==> config.mk <==
export PLATFORM = sky130hd
export DESIGN_NAME = display_timing
export DESIGN_NICKNAME = d
export VERILOG_FILES = /design/src/logic/disp_pkg.sv /design/src/logic/display_timing.sv
export VERILOG_INCLUDE_DIRS = /design/src /design/src/logic
export SDC_FILE = /design/constraint.sdc
export NUM_CORES = 1
export LEC_CHECK = 0
export CAP_MARGIN = 20
export CORE_UTILIZATION = 50
export DETAILED_ROUTE_END_ITERATION = 16
export DONT_BUFFER_PORTS = 1
export PLACE_DENSITY = 0.71
export SLEW_MARGIN = 20
export SYNTH_ARGS = -nofsm -noshare
export SYNTH_HDL_FRONTEND = slang
export SYNTH_SLANG_ARGS = --single-unit
==> constraint.sdc <==
create_clock -name clk_pix -period 3.9 [get_ports clk_pix]
set_input_delay 0.78 -clock clk_pix [delete_from_list [all_inputs] [get_ports clk_pix]]
set_output_delay 0.78 -clock clk_pix [all_outputs]
set_load 0.01 [all_outputs]
==> src/logic/gfx_defines.svh <==
// display timing, framebuffer geometry and coordinate width macros
// 640x480 at 60 Hz with a 160x120 framebuffer scaled by 4

`ifndef GFX_DEFINES_SVH
`define GFX_DEFINES_SVH

// horizontal timing in pixels
`define H_RES       640
`define H_FP_END    656     // end of front porch, sync starts
`define H_SYNC_END  752     // sync ends, back porch starts
`define H_TOTAL     800

// vertical timing in lines
`define V_RES       480
`define V_FP_END    490
`define V_SYNC_END  492
`define V_TOTAL     525

// framebuffer
`define FB_WIDTH    160
`define FB_HEIGHT   120
`define FB_SCALE    4       // display pixels per fb pixel, each axis

`define CORDW       16      // signed drawing coordinate width

`endif
==> src/logic/disp_pkg.sv <==
// display side types
// screen position as produced by the timing counters

`include "gfx_defines.svh"

package disp_pkg;

    // counter position, wide enough for the full 800x525 raster
    typedef logic [$clog2(`H_TOTAL)-1:0] scr_pos_t;

endpackage

==> src/logic/display_timing.sv <==
// 480p raster counters
// syncs, data enable, frame and line pulses decoded from the counters

`timescale 1ns/1ps

`include "gfx_defines.svh"

module display_timing (
    input  logic              clk_pix,
    input  logic              rst_n,
    output disp_pkg::scr_pos_t sx,      // horizontal position
    output disp_pkg::scr_pos_t sy,      // vertical position
    output logic              hsync,    // active low
    output logic              vsync,    // active low
    output logic              de,       // active area
    output logic              frame,    // start of vertical blanking
    output logic              line      // start of every line
);

    logic line_end;
    logic frame_end;

    assign line_end  = (sx == disp_pkg::scr_pos_t'(`H_TOTAL - 1));
    assign frame_end = (sy == disp_pkg::scr_pos_t'(`V_TOTAL - 1));

    // free running counters
    always_ff @(posedge clk_pix or negedge rst_n) begin
        if (!rst_n) begin
            sx <= '0;
            sy <= '0;
        end else begin
            if (line_end) begin
                sx <= '0;
                sy <= frame_end ? '0 : sy + 1'b1;   // wrap at V_TOTAL
            end else begin
                sx <= sx + 1'b1;
            end
        end
    end

    // sync windows, both polarities negative for 480p
    assign hsync = !(sx >= `H_FP_END && sx < `H_SYNC_END);
    assign vsync = !(sy >= `V_FP_END && sy < `V_SYNC_END);

    assign de = (sx < `H_RES) && (sy < `V_RES);

    // frame pulse lands at first blanking line so drawing never tears
    assign frame = (sx == '0) && (sy == disp_pkg::scr_pos_t'(`V_RES));
    assign line  = (sx == '0);

endmodule

==> out/qor.csv <==
stage,metric,value,unit
floorplan,io pins,27,
power,power per cell area,272,mW/mm2
drt,Antenna Nets Post-Route,0,
placement,HPWL after DPL,1.61,mm
drt,DRC,0,
timing,Layout Skew,0.00262,ns
timing,maximum clock frequency,341,MHz
job,count of max-cap constraint violations,0,
logic_synthesis,Async SR Flop Fraction,100,%
global_route,number of antenna violations at the first check in global routing,0,
logic_synthesis,YS warnings,0,
timing,number of failing setup endpoints in the final timing report,0,
logic_synthesis,top area cells in the synthesized netlist,"sky130_fd_sc_hd__dfrtp_1, sky130_fd_sc_hd__ha_1, sky130_fd_sc_hd__xnor2_1",
critical_path,worst reg2reg setup slack,1.98,ns
logic_synthesis,number of distinct library cells after synthesis,42,
critical_path,data required time at the worst endpoint,3.12,ns
clock_network,clk buf depth,2,
drt,Avg Vias per Cell,6.13,
layout,signed area change from the synthesized netlist to the final layout,4.69,%
clock_network,clock root buffer master,sky130_fd_sc_hd__clkbuf_4,
timing,portion of the clock cycle consumed by the worst path in the final layout,75.1,%
logic_synthesis,biggest area consumer among synthesized cells,sky130_fd_sc_hd__dfrtp_1,
power,sw frac,19.2,%
clock_network,number of H-tree levels,1,
floorplan,CORE AREA,0.00206,mm2
logic_synthesis,post-synthesis register bit count,20,
timing,relative max-transition margin,65.1,%
floorplan,Die Footprint,0.00249,mm2
layout,fraction of final layout cells sized beyond drive strength 1,15.3,%
drt,number of DRC violations after detailed-routing iteration 0,17,
layout,filler cell count,182,
logic_synthesis,summed instance area of the synthesized netlist,0.00115,mm2
placement,number of input and output port buffers inserted,0,
clock_network,CTS Hold Buffers Added,0,
timing,slew at the pin closest to its max-slew limit,0.519,ns
critical_path,peak per-stage delay on the critical path,0.57,ns
critical_path,Worst setup EP type,primary output,
drt,Routed wire per std cell,16.5,um
logic_synthesis,cell with the most instances after synthesis,sky130_fd_sc_hd__dfrtp_1,
global_route,via count of the first global-routing pass,819,
drt,Total Wirelength,2.27,mm
floorplan,row count,16,
logic_synthesis,top_reg_cell synth,sky130_fd_sc_hd__dfrtp_1,
critical_path,Crit Path Category,reg -> out,
timing,smallest hold slack,0.155,ns
power,power share of the sequential group,63.4,%
hold_path,HP Class,in -> async,
critical_path,critical path startpoint category,register,
clock_network,buffers inserted during post-CTS setup optimization,0,
power,power spent charging and discharging nets,0.0629,mW
drt,number of vias in the routed layout,846,
clock_network,number of buffers created by CTS,3,
critical_path,Worst Path Max Fanout,6,
logic_synthesis,portion of the post-synthesis area used by sequential elements,43.6,%
global_route,total routing usage reported by global routing,20.5,%
layout,# nets final,119,
power,worst-case vdd ir drop,0.152,mV
timing,number of pins with negative max-slew slack in the final report,0,
logic_synthesis,top cell type's share of synthesized area,43.6,%
clock_network,clock network latency to the later pin of the worst-skew pair,0.30,ns
logic_synthesis,Syn Inst Count,109,
critical_path,arrival time at the worst endpoint,2.15,ns
global_route,first-pass GRT wire length,3.82,mm
power,combinational cell fraction of total power,0,%
clock_network,clock edge transition at the registers on the reported setup and hold paths,0.11,ns
floorplan,overall die width,49.9,um
outcome,result of the run,"complete, no violations",
timing,clock period minus final worst setup slack,2.93,ns
drt,Pre-antenna DRT Iters,4,
clock_network,CTS sink count,20,
logic_synthesis,cell types with the highest counts after synthesis,"sky130_fd_sc_hd__dfrtp_1, sky130_fd_sc_hd__nor2_1, sky130_fd_sc_hd__nand3_1",
clock_network,clock tree from TritonCTS,built,
floorplan,chip height,49.9,um
critical_path,cell type of the slowest stage on the worst timing path,sky130_fd_sc_hd__or4_1,
logic_synthesis,Post-synth EDFFs,0,
logic_synthesis,Mapped Nets,116,
timing,final hold viol count,0,
layout,number of diodes,0,
global_route,largest net degree at the start of global routing,21,
clock_network,number of gates given a new drive strength after cts,0,
timing,unrepaired setup endpoints after global routing,false,
critical_path,sequence of cells on the critical path,or4_1 > nor3_1 > and4b_1,
floorplan,starting density of the core,55.6,%
power,part of the total power dissipated in the clock network,36.6,%
power,internal power consumption,0.264,mW
global_route,total congestion overflow after global routing,0,
timing,final sum of negative setup slack,0,ns
logic_synthesis,Mapped Avg Cell Area,10.5,um2
placement,RePlAce Congestion,0.803,
power,static leakage,0.559,nW
[layer usage]
metal	vias to the layer above	routed length [um]	GRT usage [%]
li1	401	-	-
met1	416	1080	27.7
met2	22	1060	31.3
met4	0	43	8.57
met3	7	85	4.63
met5	-	0	0
[layout by cell type, fill, tap and decap left out, types with 2 or more instances in the layout]
cell	instances
sky130_fd_sc_hd__nand4_1	4
sky130_fd_sc_hd__and3_2	2
sky130_fd_sc_hd__xor2_1	4
sky130_fd_sc_hd__inv_1	5
sky130_fd_sc_hd__a21o_1	2
sky130_fd_sc_hd__xnor2_1	5
sky130_fd_sc_hd__nand2_1	2
sky130_fd_sc_hd__nor2_1	11
sky130_fd_sc_hd__a21oi_1	2
sky130_fd_sc_hd__nand3_1	8
sky130_fd_sc_hd__dfrtp_1	20
sky130_fd_sc_hd__nor3_1	3
sky130_fd_sc_hd__ha_1	5
sky130_fd_sc_hd__o21ai_0	4
sky130_fd_sc_hd__clkbuf_4	3
sky130_fd_sc_hd__and4_1	2
sky130_fd_sc_hd__mux2_2	2
sky130_fd_sc_hd__and3_1	3
[layout make-up]
class                   instances  area, um2  share of cell area (%)
well taps                      27       33.8                    2.81
multi-input cells              82        612                    50.9
flip-flops and latches         20        500                    41.7
inverters                       5       18.8                    1.56
clock buffers                   4       36.3                    3.02
[critical path, delay by kind of cell (launching register included)]
| family | cells | cell delay, ns |
|---|---|---|
| DFF | 1 | 0.48 |
| and+or+nand+nor | 3 | 1.37 |
[metrics by stage]
step	util [%]	total power [mW]	setup WS (ns)	instances	area (um2)
floorplan	-	0.211	1.52	109	1150
global placement	56.5	0.211	1.33	134	1160
detailed placement	56.5	0.211	1.31	134	1160
CTS	58.3	0.332	0.972	138	1200
global route	58.3	0.343	0.913	138	1200
finish	58.3	0.327	0.970	138	1200
[cells by family (layout without fill, tap and decap cells)]
family,Yosys count,in the layout,share of synthesized area (%)
AND/OR/NAND/NOR,50,50,28.7
AO/OA/AOI/OAI,15,15,8.94
adder cells (fa/ha/maj),5,5,5.45
buffers and inverters,7,9,3.05
multiplexers,2,2,1.96
flip-flops,20,20,43.6
XOR/XNOR,10,10,8.29
[power by group through the flow]
stage / logic (mW) / registers, mW / clock network [mW]
after CTS: 0.000000273 / 0.207 / 0.124
after detailed placement: 0.000000273 / 0.211 / 0
after global routing: 0.000000273 / 0.207 / 0.136
after floorplan: 0.000000285 / 0.211 / 0
final: 0.000000273 / 0.207 / 0.120
after global placement: 0.000000273 / 0.211 / 0
[sequential cells by signal, summed over array words and instances (netlist names)]
signal,flops
sx,10
sy,10
[path summary, 6_finish.rpt]
path | startpoint | endpoint | depth (start not counted)
setup / recovery | sx[3] | frame | 3
hold / removal | rst_n | sy[8] | 0
setup reg to reg | sx[5] | sy[5] | 4
hold reg to reg | sy[8] | sy[8] | 1
max in group asynchronous | rst_n | sx[0] | 0
min in group clk_pix | sy[8] | sy[8] | 1
(Power assumes the default switching activity.)
