## config.mk

```make
export PLATFORM = sky130hd
export DESIGN_NAME = draw_sequencer
export DESIGN_NICKNAME = d
export VERILOG_FILES = /design/src/logic/draw_pkg.sv /design/src/logic/draw_sequencer.sv
export VERILOG_INCLUDE_DIRS = /design/src /design/src/logic
export SDC_FILE = /design/constraint.sdc
export NUM_CORES = 1
export LEC_CHECK = 0
export BUFFER_PORTS_ARGS = -buffer_cell sky130_fd_sc_hd__buf_2
export CAP_MARGIN = 10
export CORE_ASPECT_RATIO = 1.1
export CORE_MARGIN = 2
export CORE_UTILIZATION = 42
export CTS_BUF_LIST = sky130_fd_sc_hd__clkbuf_2
export DETAILED_ROUTE_END_ITERATION = 16
export PLACE_DENSITY = 0.74
export SLEW_MARGIN = 20
export SYNTH_ARGS = -nofsm -noshare
export SYNTH_HDL_FRONTEND = slang
export SYNTH_SLANG_ARGS = --single-unit
export TNS_END_PERCENT = 100
```

## constraint.sdc

```tcl
create_clock -name clk_pix -period 1.4 [get_ports clk_pix]
set_input_delay 0.14 -clock clk_pix [delete_from_list [all_inputs] [get_ports clk_pix]]
set_output_delay 0.14 -clock clk_pix [all_outputs]
set_load 0.02 [all_outputs]
```

## src/logic/gfx_defines.svh

```systemverilog
// display timing, framebuffer geometry and coordinate width macros
// 640x480 at 60 Hz with a 160x120 framebuffer scaled by 4

`ifndef GFX_DEFINES_SVH
`define GFX_DEFINES_SVH

// horizontal timing in pixels
`define H_RES       640
`define H_FP_END    656     // end of front porch, sync starts
`define H_SYNC_END  752     // sync ends, back porch starts
`define H_TOTAL     800

// vertical timing in lines
`define V_RES       480
`define V_FP_END    490
`define V_SYNC_END  492
`define V_TOTAL     525

// framebuffer
`define FB_WIDTH    160
`define FB_HEIGHT   120
`define FB_SCALE    4       // display pixels per fb pixel, each axis

`define CORDW       16      // signed drawing coordinate width

`endif
```

## src/logic/draw_pkg.sv

```systemverilog
// drawing side types
// framebuffer coordinates, colour index and channel, sequencer states

`include "gfx_defines.svh"

package draw_pkg;

    // signed so lines may start or end off the framebuffer
    typedef logic signed [`CORDW-1:0] coord_t;

    typedef logic [1:0] cidx_t;     // palette index, 4 colours
    typedef logic [3:0] chan_t;     // one RGB channel

    // draw sequencer FSM
    typedef enum logic [1:0] {
        IDLE,   // waiting for req
        ARMED,  // request held, waiting for frame
        DRAW,   // engine running
        DONE    // one cycle before returning to idle
    } draw_state_t;

endpackage

```

## src/logic/draw_sequencer.sv

```systemverilog
// draw sequencer FSM
// captures one line request and runs it at the next frame pulse

`timescale 1ns/1ps

module draw_sequencer (
    input  logic             clk_pix,
    input  logic             rst_n,
    input  logic             req,
    input  draw_pkg::coord_t x0,
    input  draw_pkg::coord_t y0,
    input  draw_pkg::coord_t x1,
    input  draw_pkg::coord_t y1,
    input  draw_pkg::cidx_t  cidx,
    input  logic             frame,
    input  logic             done,
    output logic             start,
    output draw_pkg::coord_t lx0,
    output draw_pkg::coord_t ly0,
    output draw_pkg::coord_t lx1,
    output draw_pkg::coord_t ly1,
    output draw_pkg::cidx_t  draw_cidx,
    output logic             busy
);

    draw_pkg::draw_state_t state;

    always_ff @(posedge clk_pix or negedge rst_n) begin
        if (!rst_n) begin
            state     <= draw_pkg::IDLE;
            start     <= 1'b0;
            lx0       <= '0;
            ly0       <= '0;
            lx1       <= '0;
            ly1       <= '0;
            draw_cidx <= '0;
        end else begin
            start <= 1'b0;  // single cycle pulse
            case (state)
                draw_pkg::IDLE: begin
                    if (req) begin  // only place a request is taken
                        lx0       <= x0;
                        ly0       <= y0;
                        lx1       <= x1;
                        ly1       <= y1;
                        draw_cidx <= cidx;
                        state     <= draw_pkg::ARMED;
                    end
                end
                draw_pkg::ARMED: begin
                    if (frame) begin    // wait for vertical blanking
                        start <= 1'b1;
                        state <= draw_pkg::DRAW;
                    end
                end
                draw_pkg::DRAW: if (done) state <= draw_pkg::DONE;
                default:        state <= draw_pkg::IDLE;   // DONE
            endcase
        end
    end

    // req while busy simply falls through the FSM
    assign busy = (state != draw_pkg::IDLE);

endmodule

```

==> run summary, run 1 <==
The total leakage power is 2.41 nW. Setup repair after global routing could not meet its margin everywhere. The number of sinks handled by clock tree synthesis is 69.

The die width is 79.5 um. STA puts the critical path data arrival time at 1.94 ns. The cell with the largest stage delay on the worst path is dfrtp_1. The vertical extent of the die came out at 87.1 um. The total vias in the final route came out at 2188. The async set-or-reset flop fraction in the synthesized netlist is 100%. The post-synth net total came out at 231. The global routing usage on met1 is 24.2%. The initial antenna violation count is 0. The number of failing hold endpoints at the final stage came out at 0.

The number of I/O pins is 139. By area the synthesized netlist is led by dfrtp_1 66%, mux2_2 28%, buf_6 1.7%. The endpoint of the most critical register-to-register path is lx1[11]$_DFFE_PN0P_. Using the TritonRoute via totals, the vias-per-cell ratio works out to 4.76. The global-route usage over all layers came out at 22.6%. The clock reaches the later pin of the worst-skew pair after 0.48 ns.

Setup violations remaining at the end of the flow were counted as 69. The number of H-tree levels came out at 3. The total power after layout is 9.97 mW. In this run the most critical hold path is launched from done. The post-route worst hold slack is 0.124 ns. By count the netlist is led by 69 x dfrtp_1, 66 x mux2_2, 6 x inv_1. The slew of the pin with the lowest slew margin is 0.418 ns. The startpoint-to-endpoint class of the critical path is flop to flop. The number of buffers inserted during clock tree synthesis came out at 9. The power density over the cells came out at 2190 nW/um^2. The first global-routing pass estimated 11500 um of wire. The ratio of final minimum period to clock period came out at 113%. The worst setup path is launched from a flop. The number of global-route vias before repair came out at 2377. The post-synthesis cell type count is 12. The met3 capacity usage during global routing came out at 7.47%. The number of nets with antenna violations after detailed routing came out at 0. The leading cell type by number of instances after synthesis is dfrtp_1. Counting the fill cells in the layout gives 363. The worst-case hold path end point is state[1]$_DFFE_PN0P_. In this run the clock root is driven by a clkbuf_2. The cell family with the largest share of critical-path delay is flip-flops. The die covers 6920 sq um. The maximum count of clock buffers along a single path came out at 2. The source of the critical timing path is state[1]$_DFFE_PN0P_. For this run, design rule violations remaining after detail routing come to 0. At the end of the flow, the number of nets in the layout was 451. met2 is the most crowded layer. The worst register-to-register path begins at state[1]$_DFFE_PN0P_. The initial standard-cell utilization of the core is 43.1%. Of all nets on the critical path, the largest fanout is 18. The met2 track demand over resource came out at 41.0%. The depth of the most critical reg-to-reg path came out at 6.

The number of core rows is 30. The critical path goes through inv_2, ha_4, buf_4, nand2_8, buf_12, mux2_2. The sum of overflow across all layers after global routing is 0. Clock-pin slew was measured on the worst setup and hold paths at 0.17 ns. The register bit total from synthesis came out at 69. The timing-limited maximum frequency is 632 MHz. The checks that failed: negative setup slack. The share of the core filled with cells in the final layout is 74.2%. The worst hold path cell count is 4. The slack of the worst reg-to-reg path is -0.18 ns. The warning count from the yosys run is 0. The number of search-and-repair iterations in the first detailed-routing pass came out at 4. The element type at the critical path end is a flop. In this run the worst hold path is classified as primary input to flop. In the final layout, the share of cells above drive strength 1 is 60.8%.

The synthesized design contains 0 enable-type register cells. The flow ran to the end, but the final reports show violations. During placement, the flow inserted port buffers numbering 138. Headroom to the max-slew limit came out at 72.1%. The cell accounting for the most synthesized area is dfrtp_1. The worst-case clock skew came out at 0.0199 ns.

In this run the biggest area consumer among cell types represents 65.5% of the synthesized area. Setup slack on the critical path of the routed design comes to -0.182 ns. The time the final worst path needs with I/O delays and setup came out at 1.58 ns.

The routed length per instance came out at 17.1 um. TritonCTS built the clock tree. The placed wire-length estimate after detailed placement came out at 3970 um. The total count of max-transition violations in the final report is 0. The layout-stage area growth over the synthesis result came out at 72.4%. The sequential area share after synthesis is 65.5%. The total area inside the core boundary comes to 6120 sq um. The worst ir drop on vdd is 1420 uV. In this design, the stage delay of the slowest critical-path cell is 0.43 ns. The global placer's final weighted congestion came out at 0.644. The cell count after synthesis came out at 157. The first routing iteration left 55 violations.

The aggregate routed wire length came out at 7860 um. The pin count of the biggest net entering global routing is 70. The number of antenna diodes in the final layout is 0. The tool flagged a number of max-cap violations equal to 0. The buffers plus inverters on the worst setup path came out at 3.

The most used flip-flop cell after synthesis is dfrtp_1. Dividing the synthesized area by the synthesized cell count gives 16.8 sq um. The cell area after technology mapping came out at 2640 sq um.

The required time of the critical path came out at 1.76 ns.
==> power breakdown <==
part           switching [mW]  total, mW  internal (mW)
combinational            2.67       5.38           2.72
clock                   0.629       1.01          0.385
sequential              0.565       3.57           3.01
==> flip-flops by register name, indices dropped and copies added, names as in the netlist <==
register   count
draw_cidx      2
lx0           16
lx1           16
ly0           16
ly1           16
start          1
state          2
==> how the worst max path moves through the flow <==
stage                      endpoint  slack (ns)  depth (start not counted)
2_1_floorplan  state[1]$_DFFE_PN0P_       -0.07                          4
3_3_place_gp   state[1]$_DFFE_PN0P_       -0.05                          4
3_5_place_dp   state[0]$_DFFE_PN0P_       -0.13                          5
4_1_cts                        busy       -0.17                          5
5_1_grt                        busy       -0.23                          5
6_report        lx1[11]$_DFFE_PN0P_       -0.18                          6
==> metrics by stage <==
stage / instance area [sq um] / instances / worst slack (ns) / TNS, ns
after floorplan: 2660 / 157 / -0.0744 / -0.0744
after global placement: 3460 / 373 / -0.0492 / -0.0565
after detailed placement: 3460 / 373 / -0.131 / -1.10
after CTS: 4420 / 460 / -0.173 / -8.25
after global routing: 4540 / 460 / -0.226 / -11.37
final: 4540 / 460 / -0.182 / -9.00
==> cell usage in the layout, fill, tap and decap left out, types with 2 or more instances in the layout <==
cell type	Yosys	layout
dlygate4sd3_1	0	68
buf_4	0	3
buf_16	0	3
buf_12	0	3
inv_1	6	3
dfrtp_1	69	69
mux2_4	0	50
buf_6	4	2
inv_2	0	2
mux2_2	66	16
clkinv_1	0	3
buf_2	3	137
clkbuf_2	0	10
==> worst min-delay path, stage by stage <==
cell and delay (ns):
buf_2 0.09, inv_1 0.04, a222oi_1 0.10, mux2_1 0.21
==> what timing repair did <==
action,in CTS,in global routing
hold buffers,68,0
setup buffers,2,0
endpoints found under the setup margin,64,69
pin swaps,1,2
cloned,3,0
endpoints found under the hold margin,136,0
gates resized for setup,27,33
==> routing by layer <==
metal / vias to the layer above / part of all wire, %
li1: 982 / -
met2: 115 / 52
met5: - / 0
met1: 1082 / 39
met3: 9 / 8.3
met4: 0 / 1.2
==> cells by family after synthesis <==
logic type | count (synthesis) | share of synthesized area, %
AO/OA/AOI/OAI | 1 | 0.380
adder cells (fa/ha/maj) | 3 | 1.42
buffers and inverters | 13 | 3.13
flip-flops | 69 | 65.5
multiplexers | 68 | 29.0
AND/OR/NAND/NOR | 3 | 0.522
==> cell type report <==
class	instances	area, sq um	area share [%]
sequential	69	1730	38.0
clock inverter	4	41.3	0.909
multi-input combinational	75	1040	23.0
clock buffer	10	50.0	1.10
tap	80	100	2.20
inverter	6	25.0	0.551
timing repair buffer	216	1550	34.2
Power figures use the tool's default switching activity.
==> run 2: changes to the inputs <==
--- a/config.mk
+++ b/config.mk
@@ -8,12 +8,14 @@
 export LEC_CHECK = 0
 export BUFFER_PORTS_ARGS = -buffer_cell sky130_fd_sc_hd__buf_2
 export CAP_MARGIN = 10
+export CELL_PAD_IN_SITES_DETAIL_PLACEMENT = 2
+export CELL_PAD_IN_SITES_GLOBAL_PLACEMENT = 2
 export CORE_ASPECT_RATIO = 1.1
 export CORE_MARGIN = 2
-export CORE_UTILIZATION = 42
+export CORE_UTILIZATION = 27
 export CTS_BUF_LIST = sky130_fd_sc_hd__clkbuf_2
 export DETAILED_ROUTE_END_ITERATION = 16
-export PLACE_DENSITY = 0.74
+export PLACE_DENSITY = 0.75
 export SLEW_MARGIN = 20
 export SYNTH_ARGS = -nofsm -noshare
 export SYNTH_HDL_FRONTEND = slang
==> run summary, run 2 (synthesis gave the netlist of run 1 again) <==
The initial standard-cell utilization of the core came out at 27.9% (was 43.1%). The quantity of I/O buffers inserted on ports is 138 (unchanged). The startpoint-to-endpoint class of the critical path was flop to flop (unchanged).

The post-route worst setup slack came out at -0.208 ns (was -0.182 ns). The element type at the critical path end is a flop (unchanged). The number of global-route vias before repair came out at 2594 (was 2377).

The number of failing hold endpoints at the final stage came out at 0 (unchanged). The floorplan core area is 9440 sq um (was 6120 sq um). The global-route usage over all layers is 16.9% (was 22.6%). The multi-input logic area came to 1000 sq um (was 1040 sq um). The total count of max-transition violations in the final report was 0 (unchanged). Failing checks: negative setup slack (unchanged). The wire length of the first global-routing pass came out at 13600 um (was 11500 um). The layout-stage area growth over the synthesis result was 78.5% (was 72.4%). The post-layout instance area is 4700 sq um (was 4540 sq um).

The timing-limited maximum frequency came out at 622 MHz (was 632 MHz). The worst slack at placement is -0.134 ns (was -0.131 ns). The maximum count of clock buffers along a single path is 2 (unchanged).

The placed wire-length estimate after detailed placement is 4980 um (was 3970 um). The total leakage power came out at 2.44 nW (was 2.41 nW). The number of filler instances in the final layout was 941 (was 363).

The number of search-and-repair iterations in the first detailed-routing pass came out at 5 (was 4). The aggregate routed wire length came out at 9210 um (was 7860 um). The initial antenna violation count is 0 (unchanged). The time the final worst path needs with I/O delays and setup came out at 1.61 ns (was 1.58 ns).

The die outline area came out at 10600 sq um (was 6920 sq um). The total DRC errors in the routed layout came out at 0 (unchanged). The number of nets with antenna violations after detailed routing is 0 (unchanged).

The slack of the worst reg-to-reg path came out at -0.21 ns (was -0.18 ns). The startpoint type of the worst setup path is a flop (unchanged). The number of buffers inserted during clock tree synthesis came out at 9 (unchanged). The number of violations of the max-capacitance limit is 0 (unchanged). The clock root buffer master is clkbuf_2 (unchanged). The arrival time reported for the critical path endpoint came out at 1.99 ns (was 1.94 ns).

Commonest non-fill, non-tap cells in the layout: 136 x buf_2, 69 x dfrtp_1, 68 x dlygate4sd3_1 (was 137 x buf_2, 69 x dfrtp_1, 68 x dlygate4sd3_1). The number of I/O pins is 139 (unchanged). The largest driver fanout on the critical path is 6 (was 18). The routed length per instance came out at 18.1 um (was 17.1 um).

The number of core rows was 37 (was 30). The total cell area at the placement stage came out at 3520 sq um (was 3460 sq um). The worst-case clock skew is 0.0225 ns (was 0.0199 ns). The clock transition at the registers of the reported paths is 0.19 ns (was 0.17 ns).

Outcome: finished with violations (unchanged). The vertical extent of the die is 108 um (was 87.1 um). The number of DRC markers after the initial detailed-route iteration came out at 40 (was 55). The leading cell type in the layout, fill and taps excluded is buf_2 (unchanged).

The net count reported at finish came out at 460 (was 451). The pin count of the biggest net entering global routing is 70 (unchanged). The number of H-tree levels came out at 3 (unchanged).

The worst ir drop on vdd is 871 uV (was 1420 uV). The number of sinks handled by clock tree synthesis is 69 (unchanged). The total vias in the final route was 2198 (was 2188). Setup repair after global routing missed its margin: yes (unchanged). The required time of the critical path is 1.78 ns (was 1.76 ns).

The number of inserted diodes came out at 0 (unchanged). The die width was 98.2 um (was 79.5 um). The mean number of vias per cell is 4.33 (was 4.76). The global placer's final weighted congestion was 0.700 (was 0.644).

The ratio of final minimum period to clock period is 115% (was 113%). The final number of setup-violating endpoints is 69 (unchanged). The share of the core filled with cells in the final layout came out at 49.8% (was 74.2%).

The clock latency on the worst-skew pair was 0.47 ns (was 0.48 ns). The slew of the pin with the lowest slew margin is 0.381 ns (was 0.418 ns). The total power after layout came to 10.4 mW (was 9.97 mW).

The power density over the cells is 2210 nW/um^2 (was 2190 nW/um^2). The worst slew margin relative to its limit is 74.6% (was 72.1%). The class of the most critical hold timing path was primary input to flop (unchanged). The clock tree from TritonCTS is done (unchanged). The footprint of the flip-flops and latches came out at 1730 sq um (unchanged). The sum of overflow across all layers after global routing is 0 (unchanged).

The proportion of layout cells with a drive suffix above 1 came out at 62.7% (was 60.8%). The final sum of negative setup slack came out at -8.39 ns (was -9.00 ns).
## run 2: changes by cell type in the layout (fill, tap and decap cells not counted), sizes merged
cell	before	now
buf	148	154
clkbuf	10	13
bufinv	1	2
clkinv	3	4
## run 2: cell type report
type,instances,area share (%)
flip-flops and latches,69,36.7
repair buffers,225,35.6
multi-input cells,75,21.3
well taps,117,3.11
clock inverters,6,1.65
clock buffers,10,1.06
inverters,6,0.532
## run 2: worst paths after layout
kind | endpoint | depth (start not counted) | startpoint
worst max-delay path | ly1[2]$_DFFE_PN0P_ | 7 | state[1]$_DFFE_PN0P_
worst min-delay path | state[1]$_DFFE_PN0P_ | 4 | done
worst max register to register | ly1[2]$_DFFE_PN0P_ | 7 | state[1]$_DFFE_PN0P_
worst min register to register | ly1[4]$_DFFE_PN0P_ | 1 | ly1[4]$_DFFE_PN0P_
max in group asynchronous | ly0[11]$_DFFE_PN0P_ | 3 | rst_n
min in group asynchronous | lx1[6]$_DFFE_PN0P_ | 3 | rst_n
## run 2: report_power, final
part	switching, mW	total, mW	internal (mW)
clock	0.718	1.30	0.583
combinational	2.74	5.53	2.79
sequential	0.551	3.55	3.00
## run 2: what timing repair did
item                                    4_1_cts  5_1_grt
hold endpoints to repair                    136        0
resized for setup                             4       50
gates cloned                                  1        4
setup buffers                                 2        6
pin swaps                                     2        2
endpoints found under the setup margin       69       69
hold buffers                                 68        0
## run 2: worst max-delay path: stages, from the launching register on
cell	delay [ns]
dfrtp_1	0.42
inv_2	0.07
ha_4	0.17
buf_4	0.15
nand2_8	0.10
buf_6	0.14
clkbuf_16	0.14
mux2_2	0.34
## run 2: metrics by stage
step	hold slack [ns]	cells
floorplan	-0.156	157
global placement	0.181	412
detailed placement	0.182	412
CTS	0.132	499
global route	0.147	508
finish	0.192	508
## run 2: routing by layer
metal | global-route usage (%) | up-vias | share of wire, %
met3 | 4.55 | 4 | 5.3
met1 | 17.4 | 1102 | 37
li1 | - | 1007 | -
met2 | 33.5 | 85 | 57
met5 | 0 | - | 0
met4 | 4.11 | 0 | 0.53
