==> config.mk <==
export PLATFORM = sky130hd
export DESIGN_NAME = line_engine
export DESIGN_NICKNAME = d
export VERILOG_FILES = /design/src/logic/draw_pkg.sv /design/src/logic/line_engine.sv
export VERILOG_INCLUDE_DIRS = /design/src /design/src/logic
export SDC_FILE = /design/constraint.sdc
export NUM_CORES = 1
export LEC_CHECK = 0
export BUFFER_PORTS_ARGS = -buffer_cell sky130_fd_sc_hd__buf_4
export CAP_MARGIN = 20
export CORE_MARGIN = 2
export CORE_UTILIZATION = 55
export CTS_CLUSTER_SIZE = 30
export DETAILED_ROUTE_END_ITERATION = 10
export HOLD_SLACK_MARGIN = 0.12
export PLACE_DENSITY = 0.77
export SYNTH_ARGS = -nofsm -noshare
export SYNTH_HDL_FRONTEND = slang
export SYNTH_SLANG_ARGS = --single-unit
==> constraint.sdc <==
create_clock -name clk_pix -period 8.6 [get_ports clk_pix]
set_input_delay 1.29 -clock clk_pix [delete_from_list [all_inputs] [get_ports clk_pix]]
set_output_delay 1.29 -clock clk_pix [all_outputs]
set_load 0.05 [all_outputs]
==> src/logic/gfx_defines.svh <==
// display timing, framebuffer geometry and coordinate width macros
// 640x480 at 60 Hz with a 160x120 framebuffer scaled by 4

`ifndef GFX_DEFINES_SVH
`define GFX_DEFINES_SVH

// horizontal timing in pixels
`define H_RES       640
`define H_FP_END    656     // end of front porch, sync starts
`define H_SYNC_END  752     // sync ends, back porch starts
`define H_TOTAL     800

// vertical timing in lines
`define V_RES       480
`define V_FP_END    490
`define V_SYNC_END  492
`define V_TOTAL     525

// framebuffer
`define FB_WIDTH    160
`define FB_HEIGHT   120
`define FB_SCALE    4       // display pixels per fb pixel, each axis

`define CORDW       16      // signed drawing coordinate width

`endif
==> src/logic/draw_pkg.sv <==
// drawing side types
// framebuffer coordinates, colour index and channel, sequencer states

`include "gfx_defines.svh"

package draw_pkg;

    // signed so lines may start or end off the framebuffer
    typedef logic signed [`CORDW-1:0] coord_t;

    typedef logic [1:0] cidx_t;     // palette index, 4 colours
    typedef logic [3:0] chan_t;     // one RGB channel

    // draw sequencer FSM
    typedef enum logic [1:0] {
        IDLE,   // waiting for req
        ARMED,  // request held, waiting for frame
        DRAW,   // engine running
        DONE    // one cycle before returning to idle
    } draw_state_t;

endpackage

==> src/logic/line_engine.sv <==
// Bresenham line walker
// one framebuffer coordinate per cycle from (x0,y0) to (x1,y1)

`timescale 1ns/1ps

`include "gfx_defines.svh"

module line_engine (
    input  logic             clk_pix,
    input  logic             rst_n,
    input  logic             start,
    input  draw_pkg::coord_t x0,
    input  draw_pkg::coord_t y0,
    input  draw_pkg::coord_t x1,
    input  draw_pkg::coord_t y1,
    output draw_pkg::coord_t x,
    output draw_pkg::coord_t y,
    output logic             drawing,
    output logic             done
);

    localparam int DW = `CORDW + 1;     // delta width, one extra for the difference
    localparam int EW = `CORDW + 2;     // error term width

    typedef enum logic [1:0] {
        S_IDLE,
        S_INIT,     // first point out
        S_WALK
    } eng_state_t;

    eng_state_t state;

    logic signed [DW-1:0] diff_x, diff_y;
    logic signed [DW-1:0] abs_dx, abs_dy;
    logic signed [DW-1:0] dx, dy;           // dy held negative
    logic signed [EW-1:0] err, err_nxt;
    logic signed [EW:0]   e2;
    draw_pkg::coord_t     xs, ys;           // +1 or -1
    draw_pkg::coord_t     xe, ye;           // end point
    logic                 step_x, step_y;
    logic                 at_end;

    // deltas straight from the inputs, used on start
    assign diff_x = DW'(x1) - DW'(x0);
    assign diff_y = DW'(y1) - DW'(y0);
    assign abs_dx = diff_x[DW-1] ? -diff_x : diff_x;
    assign abs_dy = diff_y[DW-1] ? -diff_y : diff_y;

    // step decision on current error
    assign e2      = {err, 1'b0};
    assign step_x  = (e2 >= dy);
    assign step_y  = (e2 <= dx);
    assign err_nxt = err + (step_x ? EW'(dy) : '0) + (step_y ? EW'(dx) : '0);

    assign at_end  = (x == xe) && (y == ye);
    assign drawing = (state != S_IDLE);

    always_ff @(posedge clk_pix or negedge rst_n) begin
        if (!rst_n) begin
            state <= S_IDLE;
            done  <= 1'b0;
            x     <= '0;
            y     <= '0;
            xe    <= '0;
            ye    <= '0;
            xs    <= '0;
            ys    <= '0;
            dx    <= '0;
            dy    <= '0;
            err   <= '0;
        end else begin
            done <= 1'b0;
            case (state)
                S_IDLE: begin
                    if (start) begin
                        x     <= x0;
                        y     <= y0;
                        xe    <= x1;
                        ye    <= y1;
                        xs    <= diff_x[DW-1] ? -1 : 1;
                        ys    <= diff_y[DW-1] ? -1 : 1;
                        dx    <= abs_dx;
                        dy    <= -abs_dy;
                        err   <= EW'(abs_dx) - EW'(abs_dy);    // dx + dy
                        state <= S_INIT;
                    end
                end
                default: begin  // S_INIT and S_WALK both emit a point
                    if (at_end) begin
                        done  <= 1'b1;  // cycle after last point
                        state <= S_IDLE;
                    end else begin
                        if (step_x) x <= x + xs;
                        if (step_y) y <= y + ys;
                        err   <= err_nxt;
                        state <= S_WALK;
                    end
                end
            endcase
        end
    end

endmodule

==> run metrics, run 1 <==
outcome finished, final reports clean; via count between 10000 and 15000; crit path to err[16]$_DFFE_PN0P_; Slew headroom 0.378; most frequent CP cell o21ai_0; Crit Path Max Fanout 10; initial antenna violation count 0; Buf/Inv on CP 1; cells taking the most area after synthesis dfrtp_1 25%, ha_1 14%, xnor2_1 6.9%; Min-Delay Startpoint dy[4]$_DFFE_PN0P_; Die Ht between 150 and 200 um; hold_buf cts 0; Max Cap Viol 0; Final Slew Violations 0; max incr delay on CP around 0.65 ns; drc violations 0; Worst R2R End err[17]$_DFFE_PN0P_; largest net degree at the start of global routing 66; Slowest-stage cell, CP a31oi_1; register area ~0.0031 sq mm; Placer Congestion approximately 0.95; CP Cell Sequence buf_4 -> ha_1 -> fa_1 -> nor2b_1 -> o21ai_0 -> a21boi_0 -> o21ai_0 -> a211oi_1 -> o31a_1 -> o21ai_0 -> a31oi_1 -> nor2_1 -> xnor2_1 -> ha_1 -> a21o_1 -> a21oi_1 -> o21bai_1 -> a21oi_1 -> o21ba_2 -> o21ai_0 -> o41ai_1 -> o21ai_0 -> xnor2_1 -> o21ai_0; Core ar. about 0.022 sq mm; clock latency on the worst-skew pair 0.44 ns; worst hold path class reg -> reg; post-synth top area share 0.249; 1st-iter DRT viols 906; layout cells sized above 1 0.126; H-tree levels 4; Vias per Instance between 6 and 7; cts bufs inserted 17; crit path kind in -> reg; fill cell total of the finished layout around 1900; setup violators final 0; TritonCTS clock tree yes; crit path from x0[0]; final-report hold violation count 0; Post-synth ARST share 1.00; post-CTS setup buffers 0; fin nets roughly 1800; drt pass-1 iters 5; chip width approximately 150 um; Yosys cell types between 80 and 90; Post-CTS Resized 0; worst r2r src err[3]$_DFFE_PN0P_; Clk pin slew, worst setup/hold paths 0.06 ns; number of flops mapped to enable cells by yosys 0; Mean Syn Cell Area roughly 8.1 sq um; Rows 54; RSZ-0062 raised after global routing false; Sink Count 122; Final Instance Count excl. Fillers around 1900; Sum Neg Setup Slack 0 ns; Clock Root Buffer clkbuf_16; IO Pins between 100 and 150; Max IR drop VDD approximately 0.00026 V; Syn Inst Count roughly 1500; Pwr per Cell Area between 400 and 500 mW/mm^2; Wirelength per Cell between 15 and 20 um; Ant. Diodes 0; first-pass GRT wire length about 57 mm; Warnings, synthesis 0; Lkg Pwr between 6 and 7 nW; vias in the first global route approximately 11000; worst path required time slightly below 9 ns; CTS max path bufs 2; dominant cell type by area after synthesis dfrtp_1; Seq/Total Area, Yosys 0.249; Initial Util 0.561; Setup Skew 0.0127 ns; Total Routing Usage GR 0.301; # port buffers 100; GRT overflow 0; syn nets roughly 1700; Worst setup SP type input pin; R2R depth 26; cell family with most CP delay compound AO/OA/AOI/OAI gates; fmax about 150 MHz; most instantiated library cell after synthesis nand2_1; Post-synth top cells 218 x nand2_1, 134 x ha_1, 122 x dfrtp_1, 118 x inv_1, 106 x nor2_1; Most used DFF post-synth dfrtp_1; HPWL after detailed placement around 27 mm; hold_ws 0.483 ns; synthesized cell area roughly 0.012 sq mm; Crit path depth 24; Final ANT Viol Nets 0; placed insts 1855; DIE AREA 0.0235 sq mm; CP Capture Type flip-flop; Area Overhead vs Synth 13.5%; Worst EP arrival approximately 6.8 ns; #FFs+latches synth 122; measured slew at the worst slew-check pin 0.930 ns; area occupied by multi-input gates around 0.0086 sq mm; flop2flop setup slack ~2.3 ns; post-layout min period ~6.5 ns; routed wire length 34.9 mm; fin crit share 0.760
kinds of logic after synthesis:
logic type / Yosys count / share of synthesized area
xor gates and xnor gates: 132 / 0.0953
DFF: 122 / 0.249
and+or+nand+nor: 528 / 0.201
buffers and inverters: 167 / 0.0519
AOI/OAI and AO/OA: 372 / 0.198
muxes: 34 / 0.0311
adders and majority gates: 157 / 0.174
layer usage:
| layer | global-route usage | up-vias | share of wire | routed length, um |
|---|---|---|---|---|
| met1 | 0.412 | 5435 | 0.45 | 15500 |
| met5 | 0 | - | 0 | 0 |
| met2 | 0.487 | 447 | 0.46 | 16000 |
| met3 | 0.0570 | 59 | 0.072 | 2510 |
| met4 | 0.0869 | 0 | 0.025 | 865 |
| li1 | - | 5468 | - | - |
worst min path at each step:
stage	endpoint	slack, ns	depth (start not counted)
2_1_floorplan	dy[10]$_DFFE_PN0P_	0.45	2
3_3_place_gp	dy[7]$_DFFE_PN0P_	0.47	2
3_5_place_dp	dy[3]$_DFFE_PN0P_	0.47	2
4_1_cts	dy[3]$_DFFE_PN0P_	0.49	2
5_1_grt	dy[6]$_DFFE_PN0P_	0.52	2
6_report	dy[4]$_DFFE_PN0P_	0.48	2
cell usage in the layout (no fill, tap or decap), drive strengths merged, types with 10 or more instances in the layout:
cell and count:
inv 121, and3 12, xor2 35, nor3 46
nand4 24, and2 18, clkbuf 19, nand3 24
fa 23, a21oi 94, nor2 106, nand2 218
a211oi 10, dfrtp 122, a21o 40, xnor2 96
o21a 11, nand2b 16, mux2 30, o31ai 12
nor2b 21, a31oi 23, ha 134, o21ai 95
buf 111
worst reg2reg max path, stage by stage (launching register included):
cell and delay, ns:
dfrtp_1 0.44, ha_1 0.33, a21o_1 0.17, a21o_1 0.17, a21oi_1 0.17, o21ai_0 0.12
a31oi_1 0.28, o31ai_1 0.15, a2111oi_2 0.78, nor2_1 0.33, nand2_1 0.18, fa_1 0.19
inv_1 0.04, ha_1 0.20, inv_1 0.08, fa_1 0.20, nor2b_1 0.05, o21ai_0 0.23
a21boi_0 0.15, o21ai_0 0.24, a21boi_0 0.16, or2_2 0.33, a221oi_1 0.45, a21oi_1 0.21
o22ai_1 0.20, xnor3_1 0.25, o211ai_1 0.16
area by class of cell:
class,count,area share
multi-input combinational,1223,0.618
sequential,122,0.219
timing repair buffer,111,0.0604
clock buffer,19,0.0325
inverter,120,0.0323
tap,280,0.0251
clock inverter,13,0.0120
metrics by stage:
stage          utilization  area (sq um)  setup slack (ns)  power [mW]
2_1_floorplan            -         12300              2.61        4.40
3_3_place_gp         0.607         13300              1.89        5.36
3_5_place_dp         0.607         13300              1.69        5.50
4_1_cts              0.636         13900              2.09        6.32
5_1_grt              0.636         13900              1.54        6.96
6_report             0.636         13900              2.06        6.39
report_power, final:
group / internal, mW / switching, mW
sequential: 0.855 / 0.323
combinational: 1.89 / 2.55
clock: 0.473 / 0.297
registers in the layout, indices dropped and copies added (netlist names):
| name | flops |
|---|---|
| done | 1 |
| dx | 17 |
| dy | 17 |
| err | 18 |
| state | 2 |
| x | 16 |
| xe | 16 |
| xs | 2 |
| y | 16 |
| ye | 16 |
| ys | 1 |
(Power assumes the default switching activity.)
==> run 2, diff against run 1 <==
- ABC_AREA: not set -> 1
- clock period: 8.6 -> 6.8 ns (I/O delays scaled with it)
==> run metrics, run 2 <==
outcome finished, final reports clean; chip width 157 um (+2.1%); Min-Delay Startpoint dy[15]$_DFFE_PN0P_; Max IR drop VDD 0.000328 V (+25%); Most used DFF post-synth dfrtp_1; Lkg Pwr 7.77 nW (+18%); Sum Neg Setup Slack 0 ns (unchanged); Area Overhead vs Synth 13.1%; fin crit share 0.792; Largest regs err x18, dx x17, dy x17; Yosys cell types 47 (-43%); fin nets 2208 (+21%); Power Total 7.91 mW (+24%); H-tree levels 4 (unchanged); Pwr per Cell Area 546 mW/mm^2 (+19%); post-layout min period around 5.4 ns; Ant. Diodes 0 (unchanged); Post-synth top cells 547 x nand2_1, 258 x inv_1, 136 x o21ai_0, 134 x ha_1, 126 x a21oi_1; Post-Synth Simple-Gate Area 0.291 (+0.0901); fmax between 150 and 200 MHz; Initial Util 0.563 (+0.00206); cells taking the most area after synthesis dfrtp_1 24%, nand2_1 16%, ha_1 13%; Warnings, synthesis 0 (unchanged); # port buffers 100 (unchanged); Worst R2R End err[11]$_DFFE_PN0P_; worst r2r src err[5]$_DFFE_PN0P_; Vias per Instance 5.51 (-8.8%); DIE AREA 0.0245 sq mm (+4.3%); Final Slew Violations 0 (unchanged); measured slew at the worst slew-check pin 1.01 ns (+0.0763 ns); CTS max path bufs 2 (unchanged); #FFs+latches synth 122 (unchanged); Compound-Gate Fraction of Synth Area 0.146 (-0.0519); Slew headroom 0.329 (-0.0494); post-synth top area share 0.238 (-0.0106); most frequent cells in the layout 547 x nand2_1, 256 x inv_1, 136 x o21ai_0; setup ws final 1.41 ns (-0.646 ns); Max Cap Viol 0 (unchanged); Clock Root Buffer clkbuf_16; Hold Crit Depth 2 (unchanged); CP Capture Type flip-flop; Post-CTS Resized 0 (unchanged); Die Ht 157 um (+2.1%); routed wire length 36.5 mm (+4.5%); post-CTS setup buffers 0 (unchanged); worst path required time 7.11 ns (-1.77 ns); crit path kind reg -> reg; GRT overflow 0 (unchanged); Place WS 1.15 ns (-0.542 ns); Core ar. 0.0228 sq mm (+4.1%); clock latency on the worst-skew pair 0.44 ns (about the same); TritonCTS clock tree yes; Seq/Total Area, Yosys 0.238 (-0.0106); layout cells sized above 1 0.106 (-0.0201); Most flops, register err; vias in the first global route 11900 (+7.8%); multiplexer area fraction after synthesis 0 (-0.0311); Setup Skew 0.0164 ns (+0.00365 ns); worst hold path class reg -> reg; setup violators final 0 (unchanged); Mean Syn Cell Area 6.76 sq um (-17%); Total Routing Usage GR 0.305 (+0.00410); Synth Area in Adders 0.167 (-0.00739); IO Pins 101 (unchanged); Final Instance Count excl. Fillers 2310 (+22%); initial antenna violation count 0 (unchanged); drt pass-1 iters 7 (+2); fill cell total of the finished layout 2081 (+9.6%); hold_buf cts 0 (unchanged); hold_ws 0.487 ns (+0.00407 ns); 1st-iter DRT viols 1112 (+23%); largest family of logic cells by synthesized area simple AND/OR/NAND/NOR gates; flop2flop setup slack 1.41 ns (-0.85 ns); Placer Congestion 0.931 (-1.8%); synthesized cell area 0.0128 sq mm (+4.4%); first-pass GRT wire length 59.3 mm (+3.5%); most instantiated library cell after synthesis nand2_1; Final ANT Viol Nets 0 (unchanged); Worst setup SP type flip-flop; HPWL after detailed placement 28.3 mm (+6.5%); Clk pin slew, worst setup/hold paths 0.06 ns (about the same); Placement Cell Area 0.0139 sq mm (+4.3%); drc violations 0 (unchanged); via count 12700 (+12%); Crit Path Max Fanout 17 (+7); Largest register FFs 18 (unchanged); dominant cell type by area after synthesis dfrtp_1; RSZ-0062 raised after global routing false; placed insts 2278 (+23%); cts bufs inserted 17 (unchanged); final-report hold violation count 0 (unchanged); largest net degree at the start of global routing 76 (+15%); Worst EP arrival 5.69 ns (-1.13 ns); Post-synth ARST share 1.00 (unchanged); XOR/XNOR share of the synthesized area 0.0655 (-0.0298); Syn Inst Count 1897 (+25%); commonest non-fill, non-tap cell in the layout nand2_1; fin area 0.0145 sq mm (+4.0%); R2R depth 20 (-23%); syn nets 2121 (+22%); Wirelength per Cell 15.8 um (-15%); worst hold endpoint dy[15]$_DFFE_PN0P_; Sink Count 122 (unchanged); Rows 55 (+1.9%); number of flops mapped to enable cells by yosys 0 (unchanged); Final Core Density 0.636 (about the same)
## run 2: cell types whose count changed after synthesis, sizes merged, moves of 28 or more
cell | before | now
nand2 | 218 | 565
inv | 119 | 269
nand3 | 24 | 91
o21ai | 95 | 145
xnor2 | 96 | 47
a21o | 40 | 8
a21oi | 94 | 126
mux2 | 30 | 0
nor3 | 46 | 18
## run 2: critical path, cell delays in order, from the launching register on
cell,delay [ns]
dfrtp_1,0.43
ha_1,0.33
nand2_1,0.10
nor3_1,0.41
nand3_1,0.20
nand4_1,0.16
nand3_1,0.56
nand2_1,0.23
inv_1,0.08
fa_1,0.50
ha_1,0.18
inv_1,0.06
fa_1,0.40
o31ai_1,0.26
buf_4,0.17
inv_1,0.05
o31ai_1,0.37
a31oi_1,0.16
or2_2,0.30
a31oi_1,0.20
a21oi_1,0.09
## run 2: area by class of cell
class | instances | area (sq um) | area share
multi-input combinational | 1465 | 8590 | 0.593
sequential | 122 | 3050 | 0.211
inverter | 269 | 1010 | 0.0697
timing repair buffer | 109 | 818 | 0.0565
clock buffer | 17 | 425 | 0.0294
tap | 313 | 392 | 0.0270
clock inverter | 15 | 201 | 0.0139
## run 2: metal layers
metal	global-route usage	wire length, um	vias to the layer above
met5	0	0	-
met4	0.0765	696	0
met3	0.0457	2310	55
met2	0.507	16800	410
met1	0.417	16600	5911
li1	-	-	6361
## run 2: where the power goes
| part | internal (mW) | leakage, nW | switching, mW | total (mW) |
|---|---|---|---|---|
| combinational | 2.05 | 5.98 | 3.45 | 5.50 |
| clock | 0.592 | 0.306 | 0.398 | 0.990 |
| sequential | 1.06 | 1.49 | 0.362 | 1.42 |
| total | 3.70 | 7.77 | 4.21 | 7.91 |
## run 2: worst max path at each step
stage	start	endpoint	depth (start not counted)
2_1_floorplan	x1[0]	err[13]$_DFFE_PN0P_	29
3_3_place_gp	x0[0]	err[17]$_DFFE_PN0P_	29
3_5_place_dp	x0[0]	err[16]$_DFFE_PN0P_	27
4_1_cts	err[9]$_DFFE_PN0P_	err[11]$_DFFE_PN0P_	20
5_1_grt	dx[10]$_DFFE_PN0P_	err[11]$_DFFE_PN0P_	21
6_report	err[5]$_DFFE_PN0P_	err[11]$_DFFE_PN0P_	20
## run 2: logic make-up (layout without fill, tap and decap cells)
logic type	Yosys count	in the layout
AO/OA/AOI/OAI	341	341
XOR/XNOR	95	95
adder cells (fa/ha/maj)	157	157
buffers and inverters	310	410
flip-flops	122	122
AND/OR/NAND/NOR	872	872
